### src/procPkg.sv
`default_nettype none

package procPkg;

  // Word and register index widths
  localparam int DataWidth    = 16;
  localparam int RegAddrWidth = 3;

  typedef logic [DataWidth-1:0]    wordT;
  typedef logic [RegAddrWidth-1:0] regAddrT;

  // Opcodes live in instruction bits 15 to 11
  typedef enum logic [4:0] {
    OpHalt  = 5'b00000,
    OpNop   = 5'b00001,
    OpJ     = 5'b00100,
    OpAddi  = 5'b01000,
    OpSubi  = 5'b01001,
    OpXori  = 5'b01010,
    OpAndni = 5'b01011,
    OpBeqz  = 5'b01100,
    OpBnez  = 5'b01101,
    OpSt    = 5'b10000,
    OpLd    = 5'b10001,
    OpRtype = 5'b11011,
    OpSlt   = 5'b11100
  } opcodeT;

  // Function field of register ops, bits 1 to 0
  typedef enum logic [1:0] {
    FnAdd  = 2'b00,
    FnSub  = 2'b01,
    FnXor  = 2'b10,
    FnAndn = 2'b11
  } functT;

  typedef enum logic [2:0] {
    AluAdd,
    AluSub,
    AluXor,
    AluAndn,
    AluSlt,
    AluPassB
  } aluOpT;

endpackage

`default_nettype wire

### src/control.sv
`timescale 1ns/1ps
`default_nettype none

module control (
  input  procPkg::wordT  instruction,
  output logic           regWrite,
  output logic           regDst,
  output logic           aluSrc,
  output logic           memRead,
  output logic           memWrite,
  output logic           memToReg,
  output logic           branch,
  output logic           branchOnZero,
  output logic           jump,
  output logic           halt,
  output procPkg::aluOpT aluOp,
  output logic           ctrlErr
);

  procPkg::opcodeT opcode;
  procPkg::functT  funct;

  assign opcode = procPkg::opcodeT'(instruction[15:11]);
  assign funct  = procPkg::functT'(instruction[1:0]);

  always_comb begin
    // Defaults describe a NOP
    regWrite     = 1'b0;
    regDst       = 1'b0;
    aluSrc       = 1'b0;
    memRead      = 1'b0;
    memWrite     = 1'b0;
    memToReg     = 1'b0;
    branch       = 1'b0;
    branchOnZero = 1'b0;
    jump         = 1'b0;
    halt         = 1'b0;
    aluOp        = procPkg::AluPassB;
    ctrlErr      = 1'b0;

    case (opcode)
      procPkg::OpHalt: halt = 1'b1;
      procPkg::OpNop:  ;
      procPkg::OpJ:    jump = 1'b1;
      procPkg::OpAddi, procPkg::OpSubi, procPkg::OpXori, procPkg::OpAndni: begin
        regWrite = 1'b1;
        aluSrc   = 1'b1;
        // Low two opcode bits pick the operation
        case (opcode[1:0])
          2'b00:   aluOp = procPkg::AluAdd;
          2'b01:   aluOp = procPkg::AluSub;
          2'b10:   aluOp = procPkg::AluXor;
          default: aluOp = procPkg::AluAndn;
        endcase
      end
      procPkg::OpBeqz: begin
        branch       = 1'b1;
        branchOnZero = 1'b1;
      end
      procPkg::OpBnez: branch = 1'b1;
      procPkg::OpSt: begin
        aluSrc   = 1'b1;
        aluOp    = procPkg::AluAdd;
        memWrite = 1'b1;
      end
      procPkg::OpLd: begin
        regWrite = 1'b1;
        aluSrc   = 1'b1;
        aluOp    = procPkg::AluAdd;
        memRead  = 1'b1;
        memToReg = 1'b1;
      end
      procPkg::OpRtype: begin
        regWrite = 1'b1;
        regDst   = 1'b1;
        case (funct)
          procPkg::FnAdd: aluOp = procPkg::AluAdd;
          procPkg::FnSub: aluOp = procPkg::AluSub;
          procPkg::FnXor: aluOp = procPkg::AluXor;
          default:        aluOp = procPkg::AluAndn;
        endcase
      end
      procPkg::OpSlt: begin
        regWrite = 1'b1;
        regDst   = 1'b1;
        aluOp    = procPkg::AluSlt;
      end
      // Unknown opcode, no writes of any kind
      default: ctrlErr = 1'b1;
    endcase
  end

endmodule

`default_nettype wire

### config.mk
export PLATFORM = sky130hd
export DESIGN_NAME = control
export DESIGN_NICKNAME = d
export VERILOG_FILES = /design/src/procPkg.sv /design/src/control.sv
export SDC_FILE = /design/constraint.sdc
export NUM_CORES = 1
export LEC_CHECK = 0
export ABC_AREA = 1
export BUFFER_PORTS_ARGS = -buffer_cell sky130_fd_sc_hd__buf_2
export CORE_AREA = 4 4 41 43
export DETAILED_ROUTE_END_ITERATION = 10
export DIE_AREA = 0 0 45 47
export GPL_TIMING_DRIVEN = 0
export PLACE_DENSITY_LB_ADDON = 0.3
export SETUP_SLACK_MARGIN = 0.1
export SLEW_MARGIN = 20
export SYNTH_ARGS = -nofsm -noshare
export SYNTH_HDL_FRONTEND = slang
export SYNTH_SLANG_ARGS = --single-unit
### constraint.sdc
create_clock -name vclk -period 1.1
set_input_delay 0.055 -clock vclk [all_inputs]
set_output_delay 0.055 -clock vclk [all_outputs]
set_load 0.02 [all_outputs]
==> flow_summary.yaml <==
sta:
  max_slew.worst_pin.slew_ns: 0.213
  hold_viol_final: 0
  rsz0062_at_grt: "true"
  tns_ns: 0
  setup_ws_ns: 0.153
  min_period_ns: 0.947
  setup_viol: 0
  max_freq_ghz: 1.06
  drv_slew: 0
  fin_crit_sh_pct: 86.1
  max-slew-margin-rel_pct: 85.7
grt:
  gr-total-overflow: 0
  grt_max_degree: 10
  antenna_found_initial: 0
  grt_usage_pct: 8.11
  grt_pass1_vias: 323
  grt_pass1_wl_mm: 1.37
floorplan:
  start_util_pct: 18.2
  rows: 13
  die_area_mm2: 0.00212
  io_pins: 30
  design.core.area_mm2: 0.00130
  die_x_um: 45
  die_h_um: 47
placed_design:
  place_ws_ns: 0.00278
  port_buffers: 20
  dpl.cell_count: 86
  hpwl_um: 636
  finalWeightedCongestion: 0.711
detailed_routing:
  wl_um: 931
  drcViolationCount: 0
  ant_nets: 0
  via_per_inst: 4.11
  dr.pass1.iters: 4
  via_count: 370
  drtIter0Drc: 5
  routedWlPerCell_um: 10.3
setup_path:
  start_kind: "input pin"
  cp_max_fo: 7
  worst_ep_arrival_time_ns: 0.89
  path_class: "in -> out"
  crit_required_ns: 1.04
  startpoint: "instruction[14]"
  cp-end-kind: "primary output"
finish:
  num_antenna_cells: 0
  drive_gt1_share_pct: 58.7
  nClkBuffers: 0
  seq_area_um2: 0
  nFlopsAndLatches: 0
  layout.nets: 93
  fin_cells: 90
  area_growth_syn_to_layout_pct: 113
power_and_ir_drop:
  peakVddDrop_uv: 200
  p_total_w: 0.000193
  powerDensity_mw_per_mm2: 383
  p_leak_nw: 0.292
clock_tree:
  ctsHoldBuffers: 0
logic_synthesis:
  syn-cell-area_um2: 236
  synth_cell_types: 14
  syn_nets: 67
  yosys_warnings: 0
  postSynthAreaPerCell_um2: 4.64
  syn_inst: 51
  seq_area_frac_synth_pct: 0
run_status:
  status: "completed"
min_path:
  min_path_cells: 3
  hold_start: "instruction[14]"
  hold_path.class: "in -> out"
run:
  maxCapViolCount: 0
[logic make-up (layout without fill, tap and decap cells)]
logic type,after synthesis,count (layout),synth area share [%]
AO/OA/AOI/OAI,5,5,11.6
AND/OR/NAND/NOR,32,32,63.0
buffers and inverters,14,38,25.4
[worst max-delay path, cell delays in order]
cell and delay (ns):
buf_6 0.12, nor2_2 0.18, nand3_2 0.10, nand2_1 0.09, nor2_2 0.05, nand2_2 0.08
nand2_1 0.05, buf_2 0.15
[cell usage after synthesis]
| cell type | n | area share [%] |
|---|---|---|
| nand4_1 | 1 | 2.6 |
| nand2_1 | 10 | 16 |
| o211ai_1 | 1 | 3.2 |
| nor2_2 | 1 | 2.6 |
| inv_1 | 12 | 19 |
| nor4_1 | 1 | 2.6 |
| nand3_1 | 4 | 8.5 |
| buf_4 | 2 | 6.3 |
| nor3_2 | 2 | 8.5 |
| a21oi_1 | 2 | 4.2 |
| o21ai_0 | 2 | 4.2 |
| nor3_1 | 1 | 2.1 |
| nand2_2 | 1 | 2.6 |
| nor2_1 | 11 | 17 |
[metal layers]
metal,routed length (um),part of all wire (%),up-vias,track usage (%)
li1,-,-,207,-
met1,382,41,148,11.9
met2,460,49,13,14.1
met3,66,7.1,2,0
met4,21,2.3,0,0
met5,0,0,-,0
[layout by cell type (no fill, tap or decap)]
cell type / count
nor4_2: 1
nand2_1: 8
o21ai_0: 1
nor3_1: 1
nand2_2: 2
nor2_4: 1
inv_2: 1
buf_4: 8
buf_12: 1
inv_4: 1
o211ai_1: 1
nor2_2: 6
buf_6: 4
nand2_4: 1
clkinv_8: 1
nand4_1: 1
nor2_1: 5
inv_1: 9
nand3_2: 2
buf_2: 13
nand3_1: 2
a21oi_1: 2
o21ai_1: 1
nor3_4: 2
[worst paths after layout]
check       end  slack (ns)
min        jump        0.42
max    aluOp[0]        0.15
[what timing repair did]
action / CTS / global route
endpoints found under the hold margin: 0 / 0
resized for setup: 3 / 36
setup endpoints to repair: 5 / 7
pin swaps: 0 / 9
setup buffers: 0 / 4
[layout make-up]
cell class                      instances  area (um^2)
Fill cell                             150          797
Multi-Input combinational cell         37          235
Tap cell                               15         18.8
Timing Repair Buffer                   24          171
Inverter                               12         60.1
Buffer                                  2         18.8
[through the flow]
stage	hold slack (ns)	utilization, %	cell area, um^2
floorplan	0.162	-	243
global route	0.433	38.8	504
global placement	0.424	27.8	362
finish	0.424	38.8	504
CTS	0.445	28.5	370
detailed placement	0.433	27.8	362
[report_power, final]
group	internal, W	switching, W	total [W]
logic	0.0000807	0.000112	0.000193
registers	0	0	0
clock network	0	0	0
total	0.0000807	0.000112	0.000193
No activity file was read; power rests on OpenSTA's default activity.
