===== src/procPkg.sv =====
`default_nettype none

package procPkg;

  // Word and register index widths
  localparam int DataWidth    = 16;
  localparam int RegAddrWidth = 3;

  typedef logic [DataWidth-1:0]    wordT;
  typedef logic [RegAddrWidth-1:0] regAddrT;

  // Opcodes live in instruction bits 15 to 11
  typedef enum logic [4:0] {
    OpHalt  = 5'b00000,
    OpNop   = 5'b00001,
    OpJ     = 5'b00100,
    OpAddi  = 5'b01000,
    OpSubi  = 5'b01001,
    OpXori  = 5'b01010,
    OpAndni = 5'b01011,
    OpBeqz  = 5'b01100,
    OpBnez  = 5'b01101,
    OpSt    = 5'b10000,
    OpLd    = 5'b10001,
    OpRtype = 5'b11011,
    OpSlt   = 5'b11100
  } opcodeT;

  // Function field of register ops, bits 1 to 0
  typedef enum logic [1:0] {
    FnAdd  = 2'b00,
    FnSub  = 2'b01,
    FnXor  = 2'b10,
    FnAndn = 2'b11
  } functT;

  typedef enum logic [2:0] {
    AluAdd,
    AluSub,
    AluXor,
    AluAndn,
    AluSlt,
    AluPassB
  } aluOpT;

endpackage

`default_nettype wire


===== src/dataMem.sv =====
`timescale 1ns/1ps
`default_nettype none

module dataMem #(
  parameter int DmemDepth = 256
) (
  input  wire logic     clk,
  input  wire logic     memRead,
  input  wire logic     memWrite,
  input  procPkg::wordT addr,
  input  procPkg::wordT writeData,
  input  wire logic     branch,
  input  wire logic     branchOnZero,
  input  wire logic     zero,
  output procPkg::wordT readData,
  output logic          takeBranch,
  output logic          memErr
);

  localparam int DmemAw = $clog2(DmemDepth);

  procPkg::wordT mem [DmemDepth];
  logic          inRange;

  assign inRange = (addr < DmemDepth);
  assign memErr  = (memRead || memWrite) && !inRange;

  // Out-of-range stores are dropped
  always_ff @(posedge clk) begin
    if (memWrite && inRange) begin
      mem[addr[DmemAw-1:0]] <= writeData;
    end
  end

  assign readData = inRange ? mem[addr[DmemAw-1:0]] : '0;

  // BEQZ wants zero set, BNEZ wants it clear
  assign takeBranch = branch && (zero == branchOnZero);

  // Control never asks for a load and a store in the same instruction
  memPortExclusive: assert property (@(posedge clk) !(memRead && memWrite));

endmodule

`default_nettype wire


===== config.mk =====
export PLATFORM = sky130hd
export DESIGN_NAME = dataMem
export DESIGN_NICKNAME = d
export VERILOG_FILES = /design/src/procPkg.sv /design/src/dataMem.sv
export SDC_FILE = /design/constraint.sdc
export NUM_CORES = 2
export LEC_CHECK = 0
export BUFFER_PORTS_ARGS = -buffer_cell sky130_fd_sc_hd__buf_4
export CAP_MARGIN = 15
export CORE_MARGIN = 1.5
export CORE_UTILIZATION = 50
export CTS_CLUSTER_SIZE = 40
export DETAILED_ROUTE_END_ITERATION = 6
export PLACE_DENSITY = 0.68
export RECOVER_POWER = 25
export SLEW_MARGIN = 40
export SYNTH_ARGS = -nofsm -noshare
export SYNTH_HDL_FRONTEND = slang
export SYNTH_SLANG_ARGS = --single-unit

===== constraint.sdc =====
create_clock -name clk -period 2.65 [get_ports clk]
set_input_delay 0 -clock clk [delete_from_list [all_inputs] [get_ports clk]]
set_output_delay 0 -clock clk [all_outputs]
set_load 0.01 [all_outputs]

==> results.cfg <==
[floorplanning]
io_pins = 56
chipWidth_um = 563
die_h_um = 563
floorplan.initialDensity_pct = 50.3
fp.dieArea_mm2 = 0.317
row_cnt = 205
fp.coreArea_mm2 = 0.312

[detailed_routing]
drcViolationCount = 0
routed-via-count = 81800
dr.first_iter.drc_count = 11300
wl_per_cell_um = 32.2
routed_wirelength_mm = 420
drt-pass1-iter-count = 5
antenna_violation_net_count_after_detailed_routing = 0
routed_via_density = 6.26

[sta]
final_period_minus_worst_setup_slack_ns = 3.58
finalSetupViolCount = 521
fmax_ghz = 0.280
final_max_slew_viol_count = 800
hold-worst-slack_ns = 0.152
slew_headroom_pct = -108
tightestPinTransition_ns = 3.13
period_share_pct = 135
setup-tns-final_ns = -66.66
grt_setup_unrepaired = true
finalWorstSetupSlack_ns = -0.926
hold_violations = 0

[synth]
syn-cell-area_mm2 = 0.157
synth.ff_latch_count = 4096
synth_area_per_cell_um2 = 21.3
post_synth_num_cell_types = 53
yosysWarningCount = 0
synthesis.nets = 7410
yosysTopAreaCellShare_pct = 78.4
synth_seq_area_share_pct = 78.4
ys_dominant_reg_cell = edfxtp_1
async_reset_ff_share_pct = 0
top_cell_type_by_total_area_after_synthesis = edfxtp_1
ys_top_cells_by_area = edfxtp_1 (78%), mux4_2 (10%), mux2i_1 (4.2%)
postSynthCellCount = 7372
synth_edf_count = 4096

[clock_network]
cts_buffers = 409
cts-root-to-sink-buffers = 4
cts_htree_levels = 5
tritoncts_clock_tree = built
ctsRootBufferMaster = clkbuf_16
clock_sink_count = 4096
clkTransAtPathRegs_ns = 0.06

[global_routing]
grt.total_usage_pct = 26.3
grt_antenna_before_repair = 20
grt_first_pass_wirelength_mm = 597
grt_pass1_vias = 81300
grt_overflow_total = 0
grt_max_degree = 112

[run_status]
failed_checks = capacitance limit, slew limit, setup timing
result_of_the_run = finished with violations

[final_layout]
flip_flop_count_of_the_largest_register_all_copies_and_words_added = 4096
finish.net_count = 8609
finish.cell_count_without_fillers = 13100
synthToLayoutAreaGrowth_pct = 19.6
post_route_cells_drive_above_1_share_pct = 30.2

[power]
seq_power_share_pct = 52.9
p_sw_share_pct = 21.3
power_switching_mw = 28.8
power-per-cell-area_mw_per_mm2 = 719
p_int_mw = 106
comb_power_share_pct = 5.1
static_power_due_to_leakage_nw = 61.4
p_clk_share_pct = 42.1
irDropWorstVdd_uv = 604

[min_path]
hold_path_end = mem[221][14]
min_delay_path_depth = 5
timing.hold.worst.class = in2reg
timing.hold.worst.start = addr[7]

[critical_path]
path_class = reg2out
worst_setup_path_end_kind = output pin
worst-endpoint-required_ns = 2.65
arrival_ns = 3.58
critPathLaunchType = flop
cp_max_fo = 1

[place]
hpwlAfterDp_mm = 266
numPlacedInstances = 12300
routabilityCongestion = 0.884
numPortBuffers = 55

[run]
max_cap_viol_count = 15
-- cell usage in the layout, fill, tap and decap left out, types with 12 or more instances in the layout --
master         instances
nand2_2               18
mux2_2                21
o22ai_1              141
a22oi_1              190
buf_12               334
clkbuf_4              13
clkinv_16             12
a22oi_2               35
clkbuf_2              19
clkbuf_16            411
clkbuf_1             107
dlygate4sd3_1         18
nand2_1              102
a21oi_1               87
nor2_2                12
nor4_1                20
bufinv_16             36
a31oi_1               31
mux4_2               731
mux2i_1              656
edfxtp_1            4096
o211ai_1              15
buf_6                 33
clkinv_2              90
clkinv_1              81
buf_4                790
nor2_1               282
a211oi_2              12
o21ai_0               76
nand3_1               63
a21o_1                22
nand4_1               34
a221oi_1             104
a211oi_1              18
-- per-stage QoR --
| stage | setup WS (ns) | power [mW] | util (%) | instance area [um2] |
|---|---|---|---|---|
| final | -0.926 | 135 | 60.2 | 188000 |
| after global routing | -0.961 | 138 | 60.1 | 188000 |
| after CTS | -1.00 | 135 | 60.2 | 188000 |
| after detailed placement | -1.23 | 79.3 | 55.7 | 174000 |
| after global placement | -1.25 | 79.1 | 55.7 | 174000 |
| after floorplan | -0.188 | 75.6 | - | 157000 |
-- timing repair --
action	CTS	global route
hold endpoints to repair	4258	0
cloned	0	0
hold buffers	19	0
setup endpoints to repair	16	16
pin swaps	46	36
gates resized for setup	141	49
setup buffers	0	1
-- cell families (layout without fill, tap and decap cells) --
logic type | Yosys count | after routing | synth area share (%)
flops | 4096 | 4096 | 78.4
mux | 1410 | 1410 | 14.8
compound gates | 811 | 811 | 3.59
simple gates | 614 | 614 | 1.77
buf+inv | 440 | 1979 | 1.38
xor+xnor | 1 | 1 | 0.00558
other cells | 0 | 5 | 0
-- power by group through the flow --
| stage | clock network [mW] | logic, mW | registers (mW) |
|---|---|---|---|
| after floorplan | 0 | 2.97 | 72.6 |
| final | 56.7 | 6.84 | 71.3 |
| after global placement | 0 | 6.52 | 72.6 |
| after global routing | 59.7 | 7.10 | 71.3 |
| after detailed placement | 0 | 6.66 | 72.6 |
| after CTS | 57.3 | 6.85 | 71.2 |
-- Yosys cell counts (all sizes together), types with 13 or more instances --
cell type	n
edfxtp	4096
mux4	731
mux2i	658
nor2	297
buf	265
a22oi	225
clkbuf	174
o22ai	142
nand2	121
a221oi	110
a21oi	91
o21ai	81
nand3	74
a31oi	38
a211oi	36
nor4	36
nand4	34
a21o	22
mux2	21
o211ai	15
nor2b	13
-- metal layers --
metal / share of wire (%) / GRT usage (%) / wire length [um] / vias up
met2: 48 / 41.9 / 200000 / 4291
met1: 38 / 36.5 / 161000 / 43300
met3: 9.2 / 4.44 / 38500 / 716
li1: - / - / - / 33500
met5: 0.018 / 0 / 77 / -
met4: 4.8 / 11.0 / 20200 / 10
-- area by class of cell --
cell class,instances,area [um2]
diodes,5,12.5
clock buffers,503,10600
clock inverters,248,2530
fillers,21500,124000
inverters,1,6.26
multi-input cells,2836,32800
flip-flops and latches,4096,123000
well taps,4140,5180
repair buffers,1227,13500
-- worst max path at each step --
stage	from	to	slack, ns
3_3_place_gp	addr[1]	readData[7]	-1.25
5_1_grt	mem[27][11]	readData[11]	-0.96
6_report	mem[87][4]	readData[4]	-0.93
3_5_place_dp	addr[0]	readData[4]	-1.23
4_1_cts	mem[87][4]	readData[4]	-1.00
2_1_floorplan	addr[0]	mem[199][0]	-0.19
-- critical path: stages, from the launching register on --
cell	delay [ns]
edfxtp_1	0.37
mux4_2	0.48
a22oi_2	0.19
buf_4	0.17
nand4_1	0.30
a211oi_4	0.45
a21oi_4	0.16
a211o_4	0.35
buf_6	0.14
No activity file was read; power rests on OpenSTA's default activity.
