===== src/procPkg.sv =====
`default_nettype none

package procPkg;

  // Word and register index widths
  localparam int DataWidth    = 16;
  localparam int RegAddrWidth = 3;

  typedef logic [DataWidth-1:0]    wordT;
  typedef logic [RegAddrWidth-1:0] regAddrT;

  // Opcodes live in instruction bits 15 to 11
  typedef enum logic [4:0] {
    OpHalt  = 5'b00000,
    OpNop   = 5'b00001,
    OpJ     = 5'b00100,
    OpAddi  = 5'b01000,
    OpSubi  = 5'b01001,
    OpXori  = 5'b01010,
    OpAndni = 5'b01011,
    OpBeqz  = 5'b01100,
    OpBnez  = 5'b01101,
    OpSt    = 5'b10000,
    OpLd    = 5'b10001,
    OpRtype = 5'b11011,
    OpSlt   = 5'b11100
  } opcodeT;

  // Function field of register ops, bits 1 to 0
  typedef enum logic [1:0] {
    FnAdd  = 2'b00,
    FnSub  = 2'b01,
    FnXor  = 2'b10,
    FnAndn = 2'b11
  } functT;

  typedef enum logic [2:0] {
    AluAdd,
    AluSub,
    AluXor,
    AluAndn,
    AluSlt,
    AluPassB
  } aluOpT;

endpackage

`default_nettype wire


===== src/instrFetch.sv =====
`timescale 1ns/1ps
`default_nettype none

module instrFetch #(
  parameter int ImemDepth = 256
) (
  input  wire logic          clk,
  input  wire logic          arstN,
  input  procPkg::wordT      nextPc,
  input  wire logic          stop,
  input  wire logic          imemWe,
  input  procPkg::wordT      imemAddr,
  input  procPkg::wordT      imemData,
  output procPkg::wordT      pc,
  output procPkg::wordT      instruction,
  output logic               halted
);

  localparam int ImemAw = $clog2(ImemDepth);

  procPkg::wordT imem [ImemDepth];

  // PC freezes once the core stops
  always_ff @(posedge clk or negedge arstN) begin
    if (!arstN) begin
      pc     <= '0;
      halted <= 1'b0;
    end else if (!halted) begin
      if (stop) begin
        halted <= 1'b1;
      end else begin
        pc <= nextPc;
      end
    end
  end

  // Program load port, written while the core sits in reset
  always_ff @(posedge clk) begin
    if (imemWe && imemAddr < ImemDepth) begin
      imem[imemAddr[ImemAw-1:0]] <= imemData;
    end
  end

  // Fetch past the end of the memory sees a NOP
  assign instruction = (pc < ImemDepth) ? imem[pc[ImemAw-1:0]]
                                        : {procPkg::OpNop, 11'd0};

  imemLoadInReset: assert property (@(posedge clk) imemWe |-> !arstN);

endmodule

`default_nettype wire


===== config.mk =====
export PLATFORM = sky130hd
export DESIGN_NAME = instrFetch
export DESIGN_NICKNAME = d
export VERILOG_FILES = /design/src/procPkg.sv /design/src/instrFetch.sv
export SDC_FILE = /design/constraint.sdc
export NUM_CORES = 2
export LEC_CHECK = 0
export BUFFER_PORTS_ARGS = -buffer_cell sky130_fd_sc_hd__buf_4
export CAP_MARGIN = 20
export CORE_ASPECT_RATIO = 0.9
export CORE_UTILIZATION = 40
export CTS_BUF_LIST = sky130_fd_sc_hd__clkbuf_4 sky130_fd_sc_hd__clkbuf_8 sky130_fd_sc_hd__clkbuf_16
export DETAILED_ROUTE_END_ITERATION = 12
export PLACE_DENSITY = 0.55
export SETUP_SLACK_MARGIN = 0.05
export SYNTH_ARGS = -nofsm -noshare
export SYNTH_HDL_FRONTEND = slang
export SYNTH_SLANG_ARGS = --single-unit

===== constraint.sdc =====
create_clock -name clk -period 3.9 [get_ports clk]
set_input_delay 0.585 -clock clk [delete_from_list [all_inputs] [get_ports clk]]
set_output_delay 0.585 -clock clk [all_outputs]
set_load 0.1 [all_outputs]

==> results by group <==
Run status
  – Outcome: complete, but fails checks
  – Violations in the final reports: negative setup slack

Critical path
  – Register-to-register path setup slack: 1.91 ns
  – Worst setup path category: flip-flop to output pin
  – Critical Path Slowest Stage Cell: sky130_fd_sc_hd__dfrtp_4
  – Length in cells of the worst reg-to-reg path: 3
  – Data required time at the worst endpoint: 3.31 ns
  – Arrival time at the worst endpoint: 4.38 ns
  – Highest fanout seen on the critical path: 17
  – Endpoint class of the critical path: output pin
  – Highest cell delay on the worst timing path: 0.51 ns
  – Beginning of the worst register-to-register path: pc[2]
  – Terminus of the critical flop-to-flop path: pc[2]
  – Critical path, cell by cell: buf_12 > buf_12 > buf_4 > mux2i_1 > o221ai_1 > buf_4 > nor3_1 > nor3_2 > buf_4 > nand4_1 > or2_4 > nor3_4 > buf_12
  – Type of element launching the critical path: flip-flop
  – Timing startpoint of the critical path: pc[0]

Job
  – Number of violations of the max-capacitance limit: 0

Timing
  – Max-slew violations: 0
  – Highest achievable clock rate: between 0.2 and 0.25 GHz
  – Worst Max-Slew Pin Slew: 1.35 ns
  – Final setup violation count: 16
  – RSZ-0062 raised after global routing: yes
  – Setup ws final: -1.06 ns
  – Largest clock skew in the final design: 0.0272 ns
  – Relative max-transition margin: about a tenth
  – Clock period minus final worst setup slack: slightly below 5 ns
  – Ratio of final minimum period to clock period: 127%
  – Final number of hold-violating endpoints: 0
  – Summed negative setup slack over all endpoints: -15.50 ns

Logic synthesis
  – Mux cell area share after synthesis: 14.6%
  – Top cells by area in the synthesized netlist: sky130_fd_sc_hd__edfxtp_1, sky130_fd_sc_hd__mux4_2, sky130_fd_sc_hd__mux2i_1
  – Area fraction of the dominant cell type after synthesis: 77.3%
  – Net count after synthesis: 7668
  – Part of the Yosys area used for sequential elements: 77.6%
  – Post-Syn Instances: ~7600
  – Xor-xnor portion of the synthesized cell area: 0%
  – Most used flip-flop cell after synthesis: sky130_fd_sc_hd__edfxtp_1
  – Compound-cell area share of the yosys netlist: 3.35%
  – Count of unique library cells instantiated by Yosys: 61
  – Area of the mapped netlist: around 160000 µm²
  – Flop and latch count out of synthesis: 4113
  – Basic-gate share of the synthesized area counting and, or, nand and nor cells: under 10%
  – Syn Area/Cell: 20.9 µm²
  – Share of synthesized flip-flops with an asynchronous set or reset: less than 1%
  – EDFF count, synth: 4096
  – Post-synthesis cell type with the largest combined area: sky130_fd_sc_hd__edfxtp_1
  – Main combinational cell family by area after synthesis: multiplexers
  – Fraction of the mapped netlist area in adder cells: 0%
  – Yosys warning total: 0

Drt
  – Average wire per cell in the routed design: 31.7 µm
  – Residual DRC: 0
  – Violation count after the first detailed-routing iteration: around 10000
  – Via count: about 84000
  – Number of search-and-repair iterations in the first detailed-routing pass: 5
  – Number of antenna-violating nets in the routed design: 0
  – Highest metal layer used by the detailed router: met5
  – DR WL met2: 215000 µm
  – Met3 wirelength from detailed routing: 36800 µm
  – Post-DR vias/cell: about 5.8
  – Total wire length: between 400000 and 500000 µm
  – Routed metal-1 wirelength: 196000 µm

Layout
  – Post-layout net count: 8925
  – Syn-to-layout area delta: 19.8%
  – Combined area of the multi-input logic cells: ~34000 µm²
  – Post-layout utilization of the core: 48.1%
  – Fraction of final layout cells with drive strength greater than 1: between 30% and 40%
  – Footprint of the flip-flops and latches: 123000 µm²
  – Number of inserted filler cells in the final layout: ~32000

Clocking
  – Clock Latency Late Sink: 0.99 ns
  – Num Clock Sinks: 4113
  – H-tree depth: 5
  – TritonCTS clock tree: built
  – Buffers from clock root to sink, at most: 4
  – Cell at the root of the clock tree: sky130_fd_sc_hd__clkbuf_16
  – Worst-path clk slew: 0.06 ns
  – Total clock buffers created by CTS: just over 400

Floorplanning
  – Core area: just under 400000 µm²
  – I/O pin total: 85
  – Initial standard-cell utilization of the core: 40.2%
  – Die height: 600 µm
  – Core Rows: 219
  – Overall die width: ~670 µm
  – Die footprint: 400000 µm²

GRT
  – Number of global-route vias before repair: slightly above 80000
  – Initial antenna violation count: 29
  – Pin count of the biggest net entering global routing: between 150 and 200
  – Overflow left after global routing: 0
  – First-pass GRT wire length: 644000 µm
  – Total track usage: 22.7%

Power and ir drop
  – Power density of the placed cells: approximately 530 nW/µm²
  – Static leakage power: 61.9 nW
  – Peak ir drop on the vdd network: 0.000407 V

Place
  – Gp weighted congestion: 0.879
  – Sum of net half-perimeters after detailed placement: 290000 µm
  – Count of input and output buffers: 84

Min path
  – Class of the most critical hold timing path: input pin to async pin
[final cells by class]
class | instances | share of cell area, %
Tap cell | 5304 | 3.48
Multi-Input combinational cell | 3034 | 17.7
Inverter | 4 | 0.0131
Clock buffer | 498 | 5.79
Clock inverter | 252 | 1.39
Sequential cell | 4113 | 64.8
Antenna cell | 7 | 0.00919
Timing Repair Buffer | 1305 | 6.80
[cell usage after synthesis (4+ instances only)]
| cell | instances |
|---|---|
| sky130_fd_sc_hd__a2111oi_0 | 4 |
| sky130_fd_sc_hd__a211oi_1 | 33 |
| sky130_fd_sc_hd__a21oi_1 | 100 |
| sky130_fd_sc_hd__a221oi_1 | 55 |
| sky130_fd_sc_hd__a22o_1 | 8 |
| sky130_fd_sc_hd__a22oi_1 | 22 |
| sky130_fd_sc_hd__a31oi_1 | 33 |
| sky130_fd_sc_hd__and2_1 | 6 |
| sky130_fd_sc_hd__and3_1 | 7 |
| sky130_fd_sc_hd__buf_1 | 35 |
| sky130_fd_sc_hd__buf_12 | 4 |
| sky130_fd_sc_hd__buf_2 | 96 |
| sky130_fd_sc_hd__buf_4 | 47 |
| sky130_fd_sc_hd__buf_6 | 67 |
| sky130_fd_sc_hd__buf_8 | 8 |
| sky130_fd_sc_hd__clkbuf_1 | 208 |
| sky130_fd_sc_hd__dfrtp_1 | 17 |
| sky130_fd_sc_hd__edfxtp_1 | 4096 |
| sky130_fd_sc_hd__mux2_2 | 19 |
| sky130_fd_sc_hd__mux2i_1 | 673 |
| sky130_fd_sc_hd__mux4_2 | 723 |
| sky130_fd_sc_hd__nand2_1 | 137 |
| sky130_fd_sc_hd__nand2b_1 | 8 |
| sky130_fd_sc_hd__nand3_1 | 46 |
| sky130_fd_sc_hd__nand4_1 | 43 |
| sky130_fd_sc_hd__nor2_1 | 311 |
| sky130_fd_sc_hd__nor2b_1 | 28 |
| sky130_fd_sc_hd__nor3_1 | 188 |
| sky130_fd_sc_hd__nor3_2 | 14 |
| sky130_fd_sc_hd__nor4_1 | 48 |
| sky130_fd_sc_hd__nor4b_2 | 16 |
| sky130_fd_sc_hd__o211ai_1 | 5 |
| sky130_fd_sc_hd__o21ai_0 | 87 |
| sky130_fd_sc_hd__o221ai_1 | 267 |
| sky130_fd_sc_hd__o22ai_1 | 105 |
| sky130_fd_sc_hd__or2_0 | 7 |
| sky130_fd_sc_hd__or2_1 | 5 |
[kinds of logic (layout without fill, tap and decap cells)]
group / Yosys count / count (layout)
AO/OA/AOI/OAI: 736 / 736
buffers and inverters: 469 / 2059
flip-flops: 4113 / 4113
multiplexers: 1415 / 1415
other: 0 / 7
AND/OR/NAND/NOR: 883 / 883
[cells in the final DEF (no fill, tap or decap), drive strengths merged, types with 87 or more instances in the layout]
master and count:
edfxtp 4096, buf 1281, mux4 723, mux2i 673
clkbuf 502, nor2 311, o221ai 268, nor3 202
clkinv 186, nand2 137, o22ai 105, a21oi 100
o21ai 87
[routing by layer]
layer,vias up,GRT usage (%)
met5,-,0
met4,6,6.14
met2,3456,35.7
li1,34632,-
met1,45009,32.7
met3,621,3.92
[flip-flops by register name, indices dropped and copies added (netlist names)]
signal,cells
halted,1
imem,4096
pc,16
[stage by stage]
step / instance area, µm² / cells / hold WS (ns) / power [mW] / worst slack, ns
floorplan: 159000 / 7616 / 0.289 / 55.2 / 0.0528
global placement: 175000 / 13715 / 0.501 / 60.6 / -0.824
detailed placement: 175000 / 13715 / 0.507 / 60.6 / -0.775
CTS: 190000 / 14487 / 0.000830 / 101 / -1.13
global route: 190000 / 14512 / 0.0585 / 103 / -1.12
finish: 191000 / 14517 / 0.0558 / 100 / -1.06
[worst max-delay path, delay by kind of cell, from the launching register on]
family / cells / cell delay, ns
AO/OA/AOI/OAI: 1 / 0.18
buffers and inverters: 6 / 1.15
flip-flops: 1 / 0.51
multiplexers: 1 / 0.11
AND/OR/NAND/NOR: 5 / 1.34
[how the worst max path moves through the flow]
stage | to | slack, ns | cells after the start
floorplan | instruction[14] | 0.05 | 10
global placement | instruction[1] | -0.82 | 12
detailed placement | instruction[10] | -0.78 | 13
CTS | instruction[10] | -1.13 | 13
global route | instruction[3] | -1.12 | 12
finish | instruction[3] | -1.06 | 13
[report_power, final]
group	internal, mW	switching (mW)
Combinational	4.68	6.81
Sequential	48.6	0.0484
Clock	23.1	16.9
[repair_timing]
| action | 4_1_cts | 5_1_grt |
|---|---|---|
| gates resized for setup | 147 | 51 |
| setup endpoints to repair | 16 | 16 |
| hold endpoints to repair | 32 | 0 |
| gates cloned | 4 | 4 |
| hold buffers | 16 | 0 |
| setup buffers | 2 | 19 |
| pin swaps | 17 | 12 |
(Power assumes the default switching activity.)
