==> config.mk <==
export PLATFORM = sky130hd
export DESIGN_NAME = execute
export DESIGN_NICKNAME = d
export VERILOG_FILES = /design/src/procPkg.sv /design/src/execute.sv
export SDC_FILE = /design/constraint.sdc
export NUM_CORES = 1
export LEC_CHECK = 0
export BUFFER_PORTS_ARGS = -buffer_cell sky130_fd_sc_hd__buf_4
export CAP_MARGIN = 20
export CORE_MARGIN = 2
export CORE_UTILIZATION = 45
export DETAILED_ROUTE_END_ITERATION = 8
export PLACE_DENSITY = 0.81
export SLEW_MARGIN = 20
export SYNTH_ARGS = -nofsm -noshare
export SYNTH_HDL_FRONTEND = slang
export SYNTH_SLANG_ARGS = --single-unit
==> constraint.sdc <==
create_clock -name vclk -period 7.7
set_clock_uncertainty 0.05 [all_clocks]
set_input_delay 0.385 -clock vclk [all_inputs]
set_output_delay 0.385 -clock vclk [all_outputs]
set_load 0.1 [all_outputs]
==> src/procPkg.sv <==
`default_nettype none

package procPkg;

  // Word and register index widths
  localparam int DataWidth    = 16;
  localparam int RegAddrWidth = 3;

  typedef logic [DataWidth-1:0]    wordT;
  typedef logic [RegAddrWidth-1:0] regAddrT;

  // Opcodes live in instruction bits 15 to 11
  typedef enum logic [4:0] {
    OpHalt  = 5'b00000,
    OpNop   = 5'b00001,
    OpJ     = 5'b00100,
    OpAddi  = 5'b01000,
    OpSubi  = 5'b01001,
    OpXori  = 5'b01010,
    OpAndni = 5'b01011,
    OpBeqz  = 5'b01100,
    OpBnez  = 5'b01101,
    OpSt    = 5'b10000,
    OpLd    = 5'b10001,
    OpRtype = 5'b11011,
    OpSlt   = 5'b11100
  } opcodeT;

  // Function field of register ops, bits 1 to 0
  typedef enum logic [1:0] {
    FnAdd  = 2'b00,
    FnSub  = 2'b01,
    FnXor  = 2'b10,
    FnAndn = 2'b11
  } functT;

  typedef enum logic [2:0] {
    AluAdd,
    AluSub,
    AluXor,
    AluAndn,
    AluSlt,
    AluPassB
  } aluOpT;

endpackage

`default_nettype wire

==> src/execute.sv <==
`timescale 1ns/1ps
`default_nettype none

module execute (
  input  procPkg::aluOpT aluOp,
  input  wire logic      aluSrc,
  input  procPkg::wordT  rsData,
  input  procPkg::wordT  rtData,
  input  procPkg::wordT  immExt,
  input  procPkg::wordT  jumpTarget,
  input  wire logic      jump,
  input  procPkg::wordT  pc,
  output procPkg::wordT  aluResult,
  output logic           zero,
  output procPkg::wordT  branchTarget
);

  procPkg::wordT opB;
  procPkg::wordT pcPlusOne;
  procPkg::wordT offset;

  // Operand B is the immediate for I-type, LD and ST
  assign opB = aluSrc ? immExt : rtData;

  always_comb begin
    case (aluOp)
      procPkg::AluAdd:  aluResult = rsData + opB;
      procPkg::AluSub:  aluResult = rsData - opB;
      procPkg::AluXor:  aluResult = rsData ^ opB;
      procPkg::AluAndn: aluResult = rsData & ~opB;
      procPkg::AluSlt: begin
        // Signed compare of rs against rt
        if ($signed(rsData) < $signed(opB)) begin
          aluResult = procPkg::wordT'(1);
        end else begin
          aluResult = '0;
        end
      end
      default:          aluResult = opB;
    endcase
  end

  // Branches test rs against zero
  assign zero = (rsData == '0);

  assign pcPlusOne    = pc + procPkg::wordT'(1);
  assign offset       = jump ? jumpTarget : immExt;
  assign branchTarget = pcPlusOne + offset;

endmodule

`default_nettype wire

==> results_dict.tcl, run 1 <==
set metrics [dict create \
    worstSetupPathType "input port to output port" \
    placed_area_um2 4250 \
    timing.final.crit_share_pct 48.7 \
    stdcell_count 674 \
    setup_tns_ns 0 \
    final_common_cell "buf_4" \
    crit_path_max_fanout 16 \
    place.gp.congestion 0.998 \
    power_density_nw_per_um2 158 \
    power_mw 0.670 \
    final_cell_mix "118 x buf_4, 47 x ha_1, 43 x inv_1" \
    wl_per_cell_um 17.0 \
    worstMarginPinSlew_ns 1.07 \
    critPathMostFrequentCell "buf_4" \
    cp_data_required_time_ns 7.26 \
    peakVddDrop_mv 0.155 \
    synth_cells 482 \
    top_layer_used "met4" \
    power_leakage_nw 2.01 \
    syn_avg_cell_area_um2 6.93 \
    grt_max_degree 32 \
    finalInstanceArea_um2 4250 \
    crit_arrival_ns 3.32 \
    cp_cell_sequence "buf_4, mux2_2, ha_1, inv_1, fa_1, a211oi_2, o21bai_1, a21oi_2, o41ai_1, mux2i_1, o21ai_0, nand3_1, buf_4" \
    cts_resized 0 \
    maxSlewHeadroom_pct 27.9 \
    start_kind "input port" \
    hold_buffers 0 \
    ant_nets 0 \
    dp_hpwl_um 9190 \
    die_y_um 90.1 \
    drc 0 \
    vias_per_cell 6.12 \
    grt_overflow 0 \
    nClkBuffers 0 \
    wirelength_um 11400 \
    slowest_stage "o41ai_1" \
    die_w_um 90.1 \
    drtIter0Drc 337 \
    period_needed_ns 3.75 \
    ys_warn_count 0 \
    hold_viol 0 \
    wl_met3_um 879 \
    vias 4124 \
    report.final.slew_viol_count 0 \
    synth_cell_types 69 \
    start_util_pct 46.3 \
    crit_buf_inv 3 \
    synth_area_um2 3340 \
    wl_met1_um 4880 \
    hold_class "input port to output port" \
    track_usage_pct 26.7 \
    end_kind "output port" \
    postCtsSetupBuffers 0 \
    critical-path-max-stage-delay_ns 0.54 \
    whs_ns 1.23 \
    antenna_cells 0 \
    antenna_found_initial 0 \
    core_area_um2 7210 \
    first_global_vias 3816 \
    wl_met2_um 5520 \
    cpLargestDelayFamily "compound AO/OA/AOI/OAI gates" \
    dieArea_um2 8130 \
    area_growth_pct 27.1 \
    finalSetupViolCount 0 \
    regArea_um2 0 \
    yosysSeqAreaShare_pct 0 \
    rows 31 \
    seq_cells 0 \
    io_pins 118 \
    final_layout_size_suffix_gt1_share_pct 26.4 \
    syn-num-nets 617 \
    placedCellCount 674 \
    rsz0062_at_grt "no" \
    maxCapViolations 0 \
    nNetsFinal 712 \
    io_buffers 118 \
    status "finished clean" \
    grt_pass1_wl_um 18500 \
    timing.fmax_ghz 0.267 \
    firstDrtPassIters 5 \
]
[layer usage]
layer,global-route usage [%],vias to the layer above
li1,-,1951
met2,47.9,219
met3,2.10,13
met4,4.49,0
met1,35.4,1941
met5,0,-
[path summary, 6_finish.rpt]
path / slack (ns) / depth (start not counted) / to / from
max: 3.95 / 13 / aluResult[14] / aluSrc
min: 1.23 / 4 / branchTarget[15] / pc[15]
[cell families (layout without fill, tap and decap cells)]
family,count (synthesis),in the layout,synth area share [%]
AO/OA/AOI/OAI,153,153,31.7
AND/OR/NAND/NOR,144,144,20.8
buffers and inverters,69,162,8.05
adder cells (fa/ha/maj),50,50,19.4
multiplexers,43,43,14.0
XOR/XNOR,23,23,6.03
[cell usage after synthesis (8+ instances only)]
cell type  number  area share [%]
ha_1           47              18
inv_1          43             4.8
nand2_1        40             4.5
nor2_1         40             4.5
a21oi_1        35             5.2
o21ai_0        34             5.1
mux2i_1        23             6.9
mux2_2         19             6.4
xnor2_1        18             4.7
clkbuf_1       15             1.7
nand3_1        15             2.2
nor2b_1        10             1.9
o22ai_1         8             1.5
[cell type report]
cell class / count / area [um^2]
Multi-Input combinational cell: 413 / 3070
Fill cell: 677 / 2970
Timing Repair Buffer: 118 / 886
Inverter: 44 / 165
Tap cell: 99 / 124
[power breakdown]
| group | leakage, nW | total, mW | switching, mW | internal (mW) |
|---|---|---|---|---|
| combinational | 2.01 | 0.670 | 0.472 | 0.197 |
| clock | 0 | 0 | 0 | 0 |
| sequential | 0 | 0 | 0 | 0 |
| total | 2.01 | 0.670 | 0.472 | 0.197 |
[through the flow]
| stage | worst slack [ns] | utilization, % |
|---|---|---|
| 3_3_place_gp | 4.01 | 58.8 |
| 3_5_place_dp | 3.97 | 58.8 |
| 4_1_cts | 3.95 | 58.8 |
| 6_report | 3.95 | 58.8 |
| 5_1_grt | 3.68 | 58.8 |
| 2_1_floorplan | 2.86 | - |
No activity file was read; power rests on OpenSTA's default activity.
==> inputs of run 2 (changes only) <==
--- a/config.mk
+++ b/config.mk
@@ -5,12 +5,13 @@
 export SDC_FILE = /design/constraint.sdc
 export NUM_CORES = 1
 export LEC_CHECK = 0
+export ABC_AREA = 1
 export BUFFER_PORTS_ARGS = -buffer_cell sky130_fd_sc_hd__buf_4
 export CAP_MARGIN = 20
 export CORE_MARGIN = 2
 export CORE_UTILIZATION = 45
 export DETAILED_ROUTE_END_ITERATION = 8
-export PLACE_DENSITY = 0.81
+export PLACE_DENSITY = 0.83
 export SLEW_MARGIN = 20
 export SYNTH_ARGS = -nofsm -noshare
 export SYNTH_HDL_FRONTEND = slang
==> constraint.sdc (replaced) <==
create_clock -name vclk -period 3.3
set_clock_uncertainty 0.05 [all_clocks]
set_input_delay 0.165 -clock vclk [all_inputs]
set_output_delay 0.165 -clock vclk [all_outputs]
set_load 0.1 [all_outputs]
==> run 2 against run 1 <==
Against the previous run:
- cell count grew 34%
- non-clock buffer count is 3 higher
- via count up 19%
==> results_dict.tcl, run 2 <==
set metrics [dict create \
    antenna_found_initial 0 \
    timing.fmax_ghz 0.352 \
    power_density_nw_per_um2 340 \
    finalInstanceArea_um2 4520 \
    multi_input_area_um2 3000 \
    firstDrtPassIters 7 \
    io_pins 118 \
    fin_util_pct 58.2 \
    regArea_um2 0 \
    hold_viol 0 \
    grt_max_degree 33 \
    final_common_cell "nand2_1" \
    crit_arrival_ns 2.62 \
    report.final.slew_viol_count 0 \
    period_needed_ns 2.84 \
    ys_warn_count 0 \
    wirelength_um 12800 \
    timing.final.crit_share_pct 86.0 \
    crit_buf_inv 4 \
    nNetsFinal 940 \
    syn_avg_cell_area_um2 5.16 \
    grt_pass1_wl_um 21400 \
    placed_area_um2 4520 \
    die_y_um 93.7 \
    rows 32 \
    cts_resized 0 \
    synthTopCellsByCount "236 x nand2_1, 128 x inv_1, 64 x nand3_1" \
    maxCapViolations 0 \
    vias 4928 \
    synth_area_um2 3620 \
    finalSetupViolCount 0 \
    syn-num-nets 837 \
    dp_hpwl_um 10600 \
    yosysSeqAreaShare_pct 0 \
    antenna_cells 0 \
    synth_cells 702 \
    start_util_pct 46.6 \
    track_usage_pct 29.3 \
    yosysMostFrequentCell "nand2_1" \
    setup_tns_ns 0 \
    core_area_um2 7770 \
    io_buffers 118 \
    synth_top_area_share_pct 24.5 \
    start_kind "input port" \
    synth_cell_types 38 \
    ant_nets 0 \
    yosysTopAreaCell "nand2_1" \
    power_leakage_nw 2.69 \
    dieArea_um2 8780 \
    grt_overflow 0 \
    power_mw 1.54 \
    ys_top_cells_by_area "nand2_1 24%, ha_1 16%, inv_1 13%" \
    final_cell_mix "236 x nand2_1, 128 x inv_1, 121 x buf_4" \
    status "finished clean" \
    hold_buffers 0 \
    worstSetupPathType "input port to output port" \
    fillers 852 \
    die_w_um 93.7 \
    postCtsSetupBuffers 0 \
    maxSlewHeadroom_pct 46.1 \
    hold_class "input port to output port" \
    slowest_stage "fa_1" \
    area_growth_pct 24.9 \
    cpLargestDelayFamily "buffers and inverters" \
    end_kind "output port" \
    nClkBuffers 0 \
    seq_cells 0 \
    cp_data_required_time_ns 3.08 \
    worstMarginPinSlew_ns 0.804 \
    final_layout_size_suffix_gt1_share_pct 17.3 \
    stdcell_count 905 \
    vias_per_cell 5.45 \
    critical-path-max-stage-delay_ns 0.47 \
    wl_per_cell_um 14.2 \
    drc 0 \
    peakVddDrop_mv 0.329 \
    cp_cell_sequence "buf_4, o21ai_0, inv_1, ha_1, fa_1, nand2_1, nand3_1, inv_1, nor2_1, o21ai_0, nand3_1, nand4_1, buf_4" \
    crit_path_max_fanout 32 \
    first_global_vias 4657 \
    rsz0062_at_grt "no" \
    drtIter0Drc 363 \
    placedCellCount 905 \
    place.gp.congestion 0.974 \
]
## run 2: cell count changes after synthesis, moves of 12 or more
cell and delta:
nand2_1 +196, inv_1 +85, nand3_1 +49, mux2i_1 -23, mux2_2 -19, nand4_1 +14
xnor2_1 -13, clkbuf_1 -12, o21ai_0 +12
## run 2: cell families (layout without fill, tap and decap cells)
| group | after synthesis | in the layout | synth area share, % |
|---|---|---|---|
| compound gates | 108 | 108 | 17.2 |
| fa+ha+maj | 50 | 50 | 17.9 |
| simple gates | 380 | 380 | 44.2 |
| buf+inv | 150 | 251 | 17.3 |
| xor+xnor | 14 | 14 | 3.39 |
## run 2: worst min-delay path: cells and delay by family
kind / cells / cell delay (ns)
buf+inv: 2 / 0.32
simple gates: 3 / 0.14
## run 2: final timing paths
check | cells past startpoint | start | slack (ns) | endpoint
setup / recovery | 13 | aluSrc | 0.46 | aluResult[8]
hold / removal | 5 | rsData[5] | 0.73 | zero
## run 2: area by class of cell
cell class	instances	area share, %
tap	102	2.82
timing repair buffer	121	20.1
inverter	130	10.8
multi-input combinational	552	66.3
## run 2: layer usage
layer,vias up,share of wire (%),track usage [%]
li1,2447,-,-
met4,0,2.2,5.31
met5,-,0,0
met3,33,8.8,3.29
met1,2199,42,38.8
met2,249,46,51.4
## run 2: through the flow
step	hold WS, ns	worst slack (ns)
after floorplan	0.634	0.0208
after global placement	0.723	0.625
after detailed placement	0.731	0.519
after CTS	0.730	0.513
after global routing	0.773	0.263
final	0.729	0.463
## run 2: power breakdown
| part | switching (mW) | internal (mW) | leakage (nW) |
|---|---|---|---|
| registers | 0 | 0 | 0 |
| clock network | 0 | 0 | 0 |
| logic | 1.14 | 0.400 | 2.69 |
