**config.mk**
```make
export PLATFORM = sky130hd
export DESIGN_NAME = instrDecode
export DESIGN_NICKNAME = d
export VERILOG_FILES = /design/src/procPkg.sv /design/src/instrDecode.sv
export SDC_FILE = /design/constraint.sdc
export NUM_CORES = 1
export LEC_CHECK = 0
export BUFFER_PORTS_ARGS = -buffer_cell sky130_fd_sc_hd__buf_2
export CORE_AREA = 2 2 131 133
export DETAILED_ROUTE_END_ITERATION = 10
export DIE_AREA = 0 0 133 135
export SETUP_SLACK_MARGIN = 0.1
export SYNTH_ARGS = -nofsm -noshare
export SYNTH_HDL_FRONTEND = slang
export SYNTH_SLANG_ARGS = --single-unit
export TNS_END_PERCENT = 20
```
**constraint.sdc**
```tcl
create_clock -name clk -period 5.3 [get_ports clk]
set_input_delay 1.06 -clock clk [delete_from_list [all_inputs] [get_ports clk]]
set_output_delay 1.06 -clock clk [all_outputs]
set_load 0.005 [all_outputs]
```
**src/procPkg.sv**
```systemverilog
`default_nettype none

package procPkg;

  // Word and register index widths
  localparam int DataWidth    = 16;
  localparam int RegAddrWidth = 3;

  typedef logic [DataWidth-1:0]    wordT;
  typedef logic [RegAddrWidth-1:0] regAddrT;

  // Opcodes live in instruction bits 15 to 11
  typedef enum logic [4:0] {
    OpHalt  = 5'b00000,
    OpNop   = 5'b00001,
    OpJ     = 5'b00100,
    OpAddi  = 5'b01000,
    OpSubi  = 5'b01001,
    OpXori  = 5'b01010,
    OpAndni = 5'b01011,
    OpBeqz  = 5'b01100,
    OpBnez  = 5'b01101,
    OpSt    = 5'b10000,
    OpLd    = 5'b10001,
    OpRtype = 5'b11011,
    OpSlt   = 5'b11100
  } opcodeT;

  // Function field of register ops, bits 1 to 0
  typedef enum logic [1:0] {
    FnAdd  = 2'b00,
    FnSub  = 2'b01,
    FnXor  = 2'b10,
    FnAndn = 2'b11
  } functT;

  typedef enum logic [2:0] {
    AluAdd,
    AluSub,
    AluXor,
    AluAndn,
    AluSlt,
    AluPassB
  } aluOpT;

endpackage

`default_nettype wire

```
**src/instrDecode.sv**
```systemverilog
`timescale 1ns/1ps
`default_nettype none

module instrDecode (
  input  wire logic        clk,
  input  wire logic        arstN,
  input  procPkg::wordT    instruction,
  input  wire logic        regWrite,
  input  wire logic        regDst,
  input  procPkg::wordT    writeData,
  output procPkg::wordT    rsData,
  output procPkg::wordT    rtData,
  output procPkg::wordT    immExt,
  output procPkg::wordT    jumpTarget,
  output procPkg::regAddrT wbAddr
);

  procPkg::wordT    regs [2**procPkg::RegAddrWidth];
  procPkg::opcodeT  opcode;
  procPkg::regAddrT rsAddr;
  procPkg::regAddrT rtAddr;

  assign opcode = procPkg::opcodeT'(instruction[15:11]);
  assign rsAddr = instruction[10:8];
  assign rtAddr = instruction[7:5];

  // R-type writes rd in bits 4:2, I-type writes rd in bits 7:5
  assign wbAddr = regDst ? procPkg::regAddrT'(instruction[4:2]) : rtAddr;

  always_ff @(posedge clk or negedge arstN) begin
    if (!arstN) begin
      regs <= '{default: '0};
    end else if (regWrite) begin
      regs[wbAddr] <= writeData;
    end
  end

  // Combinational reads, new value visible after the write edge
  assign rsData = regs[rsAddr];
  assign rtData = regs[rtAddr];

  // Branches carry an 8-bit offset, everything else a 5-bit immediate
  always_comb begin
    if (opcode == procPkg::OpBeqz || opcode == procPkg::OpBnez) begin
      immExt = {{(procPkg::DataWidth-8){instruction[7]}}, instruction[7:0]};
    end else begin
      immExt = {{(procPkg::DataWidth-5){instruction[4]}}, instruction[4:0]};
    end
  end

  // Jump displacement, added to PC plus one in execute
  assign jumpTarget = {{(procPkg::DataWidth-11){instruction[10]}}, instruction[10:0]};

endmodule

`default_nettype wire

```
==> impl_metrics.json, run 1 <==
{
  "place_area_sq_um": 7690,
  "r2r_cells": 1,
  "portBuffers": 95,
  "max-vdd-ir-drop_uv": 240,
  "synthesis.nets": 470,
  "yosys_warnings": 0,
  "internal_power_mw": 2.66,
  "rows": 47,
  "status": "completed",
  "reg.largest.list": "regs (128)",
  "detail-route-antenna-nets": 0,
  "path_delay_family": "buffers and inverters",
  "cts_sinks": 128,
  "gr-total-overflow": 0,
  "cp_slowest_cell": "mux4_2",
  "period_needed_ns": 3.88,
  "drive_gt1_share_pct": 74.5,
  "min_path_cells": 1,
  "num-fill-cells": 1413,
  "drtIter0Drc": 145,
  "routed_via_density": 5.75,
  "yosysTopAreaCell": "dfrtp_1",
  "hold_class": "flop to flop",
  "min_to": "regs[43]",
  "grt_usage_pct": 19.9,
  "critical_path.startpoint": "instruction[8]",
  "nets": 532,
  "antenna_found_initial": 0,
  "rsz0062_at_grt": "no",
  "avgSynthCellArea_sq_um": 16.8,
  "firstDrtPassIters": 6,
  "seq_area_frac_synth_pct": 43.9,
  "cts_buffers": 17,
  "critPathMaxFanout": 14,
  "die_w_um": 133,
  "fin_crit_sh_pct": 73.3,
  "h-tree-depth": 4,
  "end_kind": "output pin",
  "postSynthCellCount": 434,
  "num_io_pins": 103,
  "cts_tree": "built",
  "postCtsSetupBuffers": 0,
  "cp-start-kind": "input port",
  "p_seq_share_pct": 40.2,
  "path_cells": "buf_2, buf_4, mux4_2, mux2_2, buf_2",
  "clk_pin_slew_worst_paths_ns": 0.05,
  "cp_common_cell": "buf_2",
  "ys_ff_latch": 128,
  "drv_cap": 0,
  "die_y_um": 135,
  "hold_viol": 0,
  "synth_area_leaders": "dfrtp_1, mux2_2, mux4_2, mux2_4, buf_4",
  "tns_ns": 0,
  "max_freq_ghz": 0.258,
  "drc": 0,
  "cts_buffer_depth": 2,
  "arrival_ns": 2.82,
  "setup_violations": 0,
  "clk_latency_ns": 0.40,
  "async_flop_share_pct": 100,
  "holdBufCountCts": 0,
  "die_area_sq_um": 18000,
  "cts_root_buf": "clkbuf_16",
  "start_util_pct": 44.5,
  "r2r_slack_ns": 4.50,
  "place_hpwl_um": 10000,
  "crit-reg2reg-launch": "regs[93]",
  "ys_top_cells_by_count": "mux2_2, dfrtp_1, mux4_2",
  "net-switching-power_mw": 0.920,
  "comb_power_share_pct": 25.1,
  "skew_ns": 0,
  "wl_per_cell_um": 23.0,
  "synth_cell_type_count": 19,
  "grt_pass1_vias": 4554,
  "largest_reg_flops": 128,
  "post-synth-top-count-cell": "mux2_2",
  "critPathBufInv": 3,
  "grt_pass1_wl_um": 26400,
  "slew_violations": 0,
  "worst_slew_pin_slew_ns": 0.975,
  "ctsResizeCount": 0,
  "core_area_sq_um": 16400,
  "syn2layout_area_growth_pct": 14.0,
  "fin_hold_ws_ns": 0.521,
  "diodes": 0,
  "cp_slowest_stage_delay_ns": 0.55,
  "min-delay-start": "regs[43]",
  "wl_um": 16800,
  "synth_top_area_share_pct": 43.9,
  "dr_total_vias": 4189,
  "leakagePower_nw": 3.58,
  "synth_ff_type": "dfrtp_1",
  "netlist_area_sq_um": 7300,
  "worstSetupPathType": "input port to output pin",
  "final_area_sq_um": 8320,
  "gp_congestion": 0.724,
  "largest_register": "regs",
  "maxSlewHeadroom_pct": 35.0,
  "grt_max_degree": 55,
  "clockPowerShare_pct": 34.7,
  "swShare_pct": 25.7,
  "timing.rr.end": "regs[93]",
  "synth_edf_count": 0,
  "power.density_nw_per_um2": 431,
  "required_ns": 4.24
}
## per-layer routing
| layer | global-route usage, % | up-vias | wire (um) |
|---|---|---|---|
| met5 | 0 | - | 0 |
| met4 | 5.73 | 0 | 91 |
| met3 | 4.50 | 8 | 791 |
| met2 | 33.4 | 116 | 8440 |
| met1 | 26.1 | 2263 | 7440 |
| li1 | - | 1802 | - |
## cells in the final DEF (no fill, tap or decap), types with 2 or more instances in the layout
cell / Yosys / routed
clkinvlp_4: 0 / 3
and3b_2: 3 / 3
buf_2: 9 / 94
clkinv_4: 0 / 2
clkbuf_8: 0 / 2
clkinv_2: 0 / 3
nor3b_2: 2 / 2
o211ai_4: 8 / 8
mux2_2: 141 / 141
clkbuf_16: 0 / 17
buf_4: 29 / 7
bufinv_16: 0 / 4
dfrtp_1: 128 / 128
mux2_4: 23 / 23
mux4_2: 64 / 64
## how the worst max path moves through the flow
stage / end / slack (ns) / cells after the start
floorplan: rsData[0] / 1.87 / 4
CTS: rsData[0] / 1.35 / 5
global route: rsData[0] / 1.28 / 5
global placement: rsData[0] / 1.37 / 5
detailed placement: rsData[0] / 1.35 / 5
finish: rsData[0] / 1.42 / 5
## kinds of logic after synthesis
group,count (synthesis),share of synthesized area (%)
mux,230,46.7
flops,128,43.9
buf+inv,59,5.74
simple gates,9,1.39
compound gates,8,2.33
## area by class of cell
class | count | area (sq um) | area share (%)
Inverter | 1 | 6.26 | 0.0752
Clock buffer | 19 | 453 | 5.44
Sequential cell | 128 | 3200 | 38.5
Multi-Input combinational cell | 247 | 3680 | 44.2
Clock inverter | 13 | 184 | 2.21
Tap cell | 220 | 275 | 3.31
Timing Repair Buffer | 101 | 523 | 6.28
## power by group through the flow
stage | Combinational, mW | Clock [mW] | Sequential, mW
final | 0.900 | 1.24 | 1.44
after CTS | 0.918 | 1.27 | 1.44
after global routing | 0.975 | 1.33 | 1.48
after global placement | 0.889 | 0 | 1.42
after detailed placement | 0.914 | 0 | 1.45
after floorplan | 0.698 | 0 | 1.38
## stage by stage
step                power [mW]  setup WS, ns  instances  util, %
finish                    3.58          1.42        729     50.7
global route              3.78          1.28        729     50.7
CTS                       3.63          1.35        729     50.7
detailed placement        2.36          1.35        697     46.9
global placement          2.31          1.37        697     46.9
floorplan                 2.08          1.87        434        -
No activity file was read; power rests on OpenSTA's default activity.
==> inputs of run 2 (changes only) <==
ABC_AREA = 1   (was default)
CORE_AREA = 2 2 139 141   (was 2 2 131 133)
DIE_AREA = 0 0 141 143   (was 0 0 133 135)
PLACE_DENSITY = 0.66   (was default)
clock period = 3.5 ns   (was 5.3 ns; I/O delays follow)
==> run 2 against run 1 <==
  * First-iteration DRC count rose to 5.3 times the previous value
  * Non-clock buffer count increased by 10
  * Via count increased by 97%
  * Critical path depth increased by 3
  * Power is 42% higher
  * Synthesized cell count grew to 3.1 times the previous value
  * Critical endpoint is now rsData[5]
  * Global-route usage increased by 7.2 points
  * Area after synthesis is 14% higher
  * Final area grew 11%
  * Setup slack got worse by 0.71 ns
==> impl_metrics.json, run 2 <==
{
  "status": "completed",
  "num-fill-cells": 1914,
  "firstDrtPassIters": 6,
  "cp_slowest_stage_delay_ns": 0.64,
  "most-common-layout-cells": "nand2_1, nand3_1, inv_1, dfrtp_1, buf_2",
  "power.density_nw_per_um2": 550,
  "r2r_slack_ns": 2.84,
  "cts_root_buf": "clkbuf_16",
  "h-tree-depth": 4,
  "cp_slowest_cell": "buf_4",
  "net-switching-power_mw": 1.71,
  "path_delay_family": "buffers and inverters",
  "post-synth-top-count-cell": "nand2_1",
  "worstSetupPathType": "input port to output pin",
  "holdBufCountCts": 0,
  "place_ws_ns": 0.731,
  "die_area_sq_um": 20200,
  "yosys.area_share.xor_xnor_pct": 0,
  "end_kind": "output pin",
  "report.power.total_mw": 5.08,
  "netlist_area_sq_um": 8310,
  "drtIter0Drc": 774,
  "cts_sinks": 128,
  "yosys_warnings": 0,
  "rows": 50,
  "swShare_pct": 33.7,
  "leakagePower_nw": 5.63,
  "hold_class": "input port to asynchronous set/reset pin",
  "arrival_ns": 2.10,
  "hold_viol": 0,
  "num_io_pins": 103,
  "diodes": 0,
  "max_freq_ghz": 0.358,
  "synth_top_family_by_area": "simple AND/OR/NAND/NOR gates",
  "nets": 1406,
  "period_needed_ns": 2.80,
  "slew_violations": 0,
  "largest_reg_flops": 128,
  "clk_latency_ns": 0.42,
  "synth_top_area_share_pct": 38.5,
  "final_common_cell": "nand2_1",
  "maxSlewHeadroom_pct": 45.2,
  "drv_cap": 0,
  "skew_ns": 0,
  "cts_buffers": 17,
  "yosys.area_share.adder_pct": 0,
  "max-vdd-ir-drop_uv": 415,
  "die_w_um": 141,
  "portBuffers": 95,
  "grt_pass1_wl_um": 42100,
  "wl_um": 26600,
  "detail-route-antenna-nets": 0,
  "cp-start-kind": "input port",
  "p_seq_share_pct": 38.7,
  "ctsResizeCount": 0,
  "worst_slew_pin_slew_ns": 0.822,
  "synth_edf_count": 0,
  "largest_register": "regs",
  "critPathBufInv": 3,
  "comb_power_share_pct": 25.7,
  "synth_compound_area_share_pct": 0.241,
  "grt_max_degree": 79,
  "required_ns": 2.80,
  "setup_violations": 0,
  "postCtsSetupBuffers": 0,
  "area.sequential_sq_um": 3200,
  "cp_common_cell": "nand2_1",
  "cts_buffer_depth": 2,
  "synthesis.nets": 1389,
  "synth_mux_area_share_pct": 0,
  "gr-total-overflow": 0,
  "die_y_um": 143,
  "antenna_found_initial": 0,
  "wl_per_cell_um": 16.4,
  "drc": 0,
  "cts_tree": "built",
  "postSynthCellCount": 1353,
  "ys_ff_latch": 128,
  "multi_input_area_sq_um": 3980,
  "synth_area_leaders": "dfrtp_1, nand2_1, nand3_1, inv_1, buf_4",
  "gp_congestion": 0.885,
  "grt_pass1_vias": 7738,
  "synth-simple-area-share_pct": 47.6,
  "seq_area_frac_synth_pct": 38.5,
  "tns_ns": 0,
  "grt_usage_pct": 27.1,
  "rsz0062_at_grt": "no",
  "routed_via_density": 5.11,
  "synth_ff_type": "dfrtp_1",
  "ys_top_cells_by_count": "nand2_1, nand3_1, inv_1",
  "dr_total_vias": 8260,
  "avgSynthCellArea_sq_um": 6.14,
  "start_util_pct": 44.7,
  "clk_pin_slew_worst_paths_ns": 0.06,
  "clockPowerShare_pct": 35.5,
  "drive_gt1_share_pct": 12.3,
  "setup_ws_ns": 0.703,
  "core_area_sq_um": 18600,
  "fin_crit_sh_pct": 79.9,
  "critPathMaxFanout": 65,
  "async_flop_share_pct": 100,
  "reg.largest.list": "regs (128)",
  "synth_cell_type_count": 19,
  "yosysTopAreaCell": "dfrtp_1",
  "path_cells": "buf_2, buf_4, nand2_1, nand3_1, nand2_1, nand2_1, nand2_1, buf_2",
  "syn2layout_area_growth_pct": 11.2,
  "place_hpwl_um": 16300,
  "internal_power_mw": 3.37
}
[run 2: cell count changes after synthesis, moves of 36 or more]
cell,delta
clkbuf_1,+36
inv_1,+134
mux2_2,-141
mux4_2,-64
nand2_1,+784
nand3_1,+161
[run 2: logic make-up after synthesis]
group / after synthesis
simple gates: 969
flops: 128
compound gates: 4
buf+inv: 252
[run 2: worst paths after layout]
path                                 from         to  cells after the start
setup / recovery           instruction[8]  rsData[5]                      8
hold / removal                      arstN   regs[68]                      1
setup reg to reg                 regs[12]   regs[12]                      2
hold reg to reg                  regs[45]   regs[45]                      2
max in group asynchronous           arstN   regs[63]                      2
min in group clk                 regs[45]   regs[45]                      2
[run 2: layer usage]
layer  vias up  global-route usage (%)  wire (um)
met2       359                    42.8      12200
met5         -                       0          0
li1       4035                       -          -
met3        63                    4.86       2020
met4         0                    11.2        714
met1      3803                    36.8      11700
[run 2: power groups by stage]
stage / Combinational, mW / Clock (mW) / Sequential (mW)
floorplan: 0.948 / 0 / 1.94
global placement: 1.26 / 0 / 1.98
detailed placement: 1.30 / 0 / 1.98
CTS: 1.30 / 1.82 / 1.96
global route: 1.51 / 1.88 / 2.01
finish: 1.31 / 1.81 / 1.97
[run 2: worst reg2reg max path, delay by kind of cell (launching register included)]
kind	cells	cell delay, ns
flops	1	0.39
simple gates	2	0.15
[run 2: cell type report]
class | count | share of cell area (%)
multi-input combinational | 973 | 43.1
sequential | 128 | 34.7
timing repair buffer | 111 | 7.02
inverter | 139 | 5.65
clock buffer | 21 | 4.88
tap | 234 | 3.17
clock inverter | 11 | 1.50
[run 2: stage by stage]
stage / cell area [sq um] / util (%) / hold WS, ns / std cells
2_1_floorplan: 8310 / - / 0.404 / 1353
3_3_place_gp: 8650 / 46.5 / 0.453 / 1585
3_5_place_dp: 8650 / 46.5 / 0.458 / 1585
4_1_cts: 9240 / 49.7 / 0.184 / 1617
5_1_grt: 9240 / 49.7 / 0.195 / 1617
6_report: 9240 / 49.7 / 0.174 / 1617
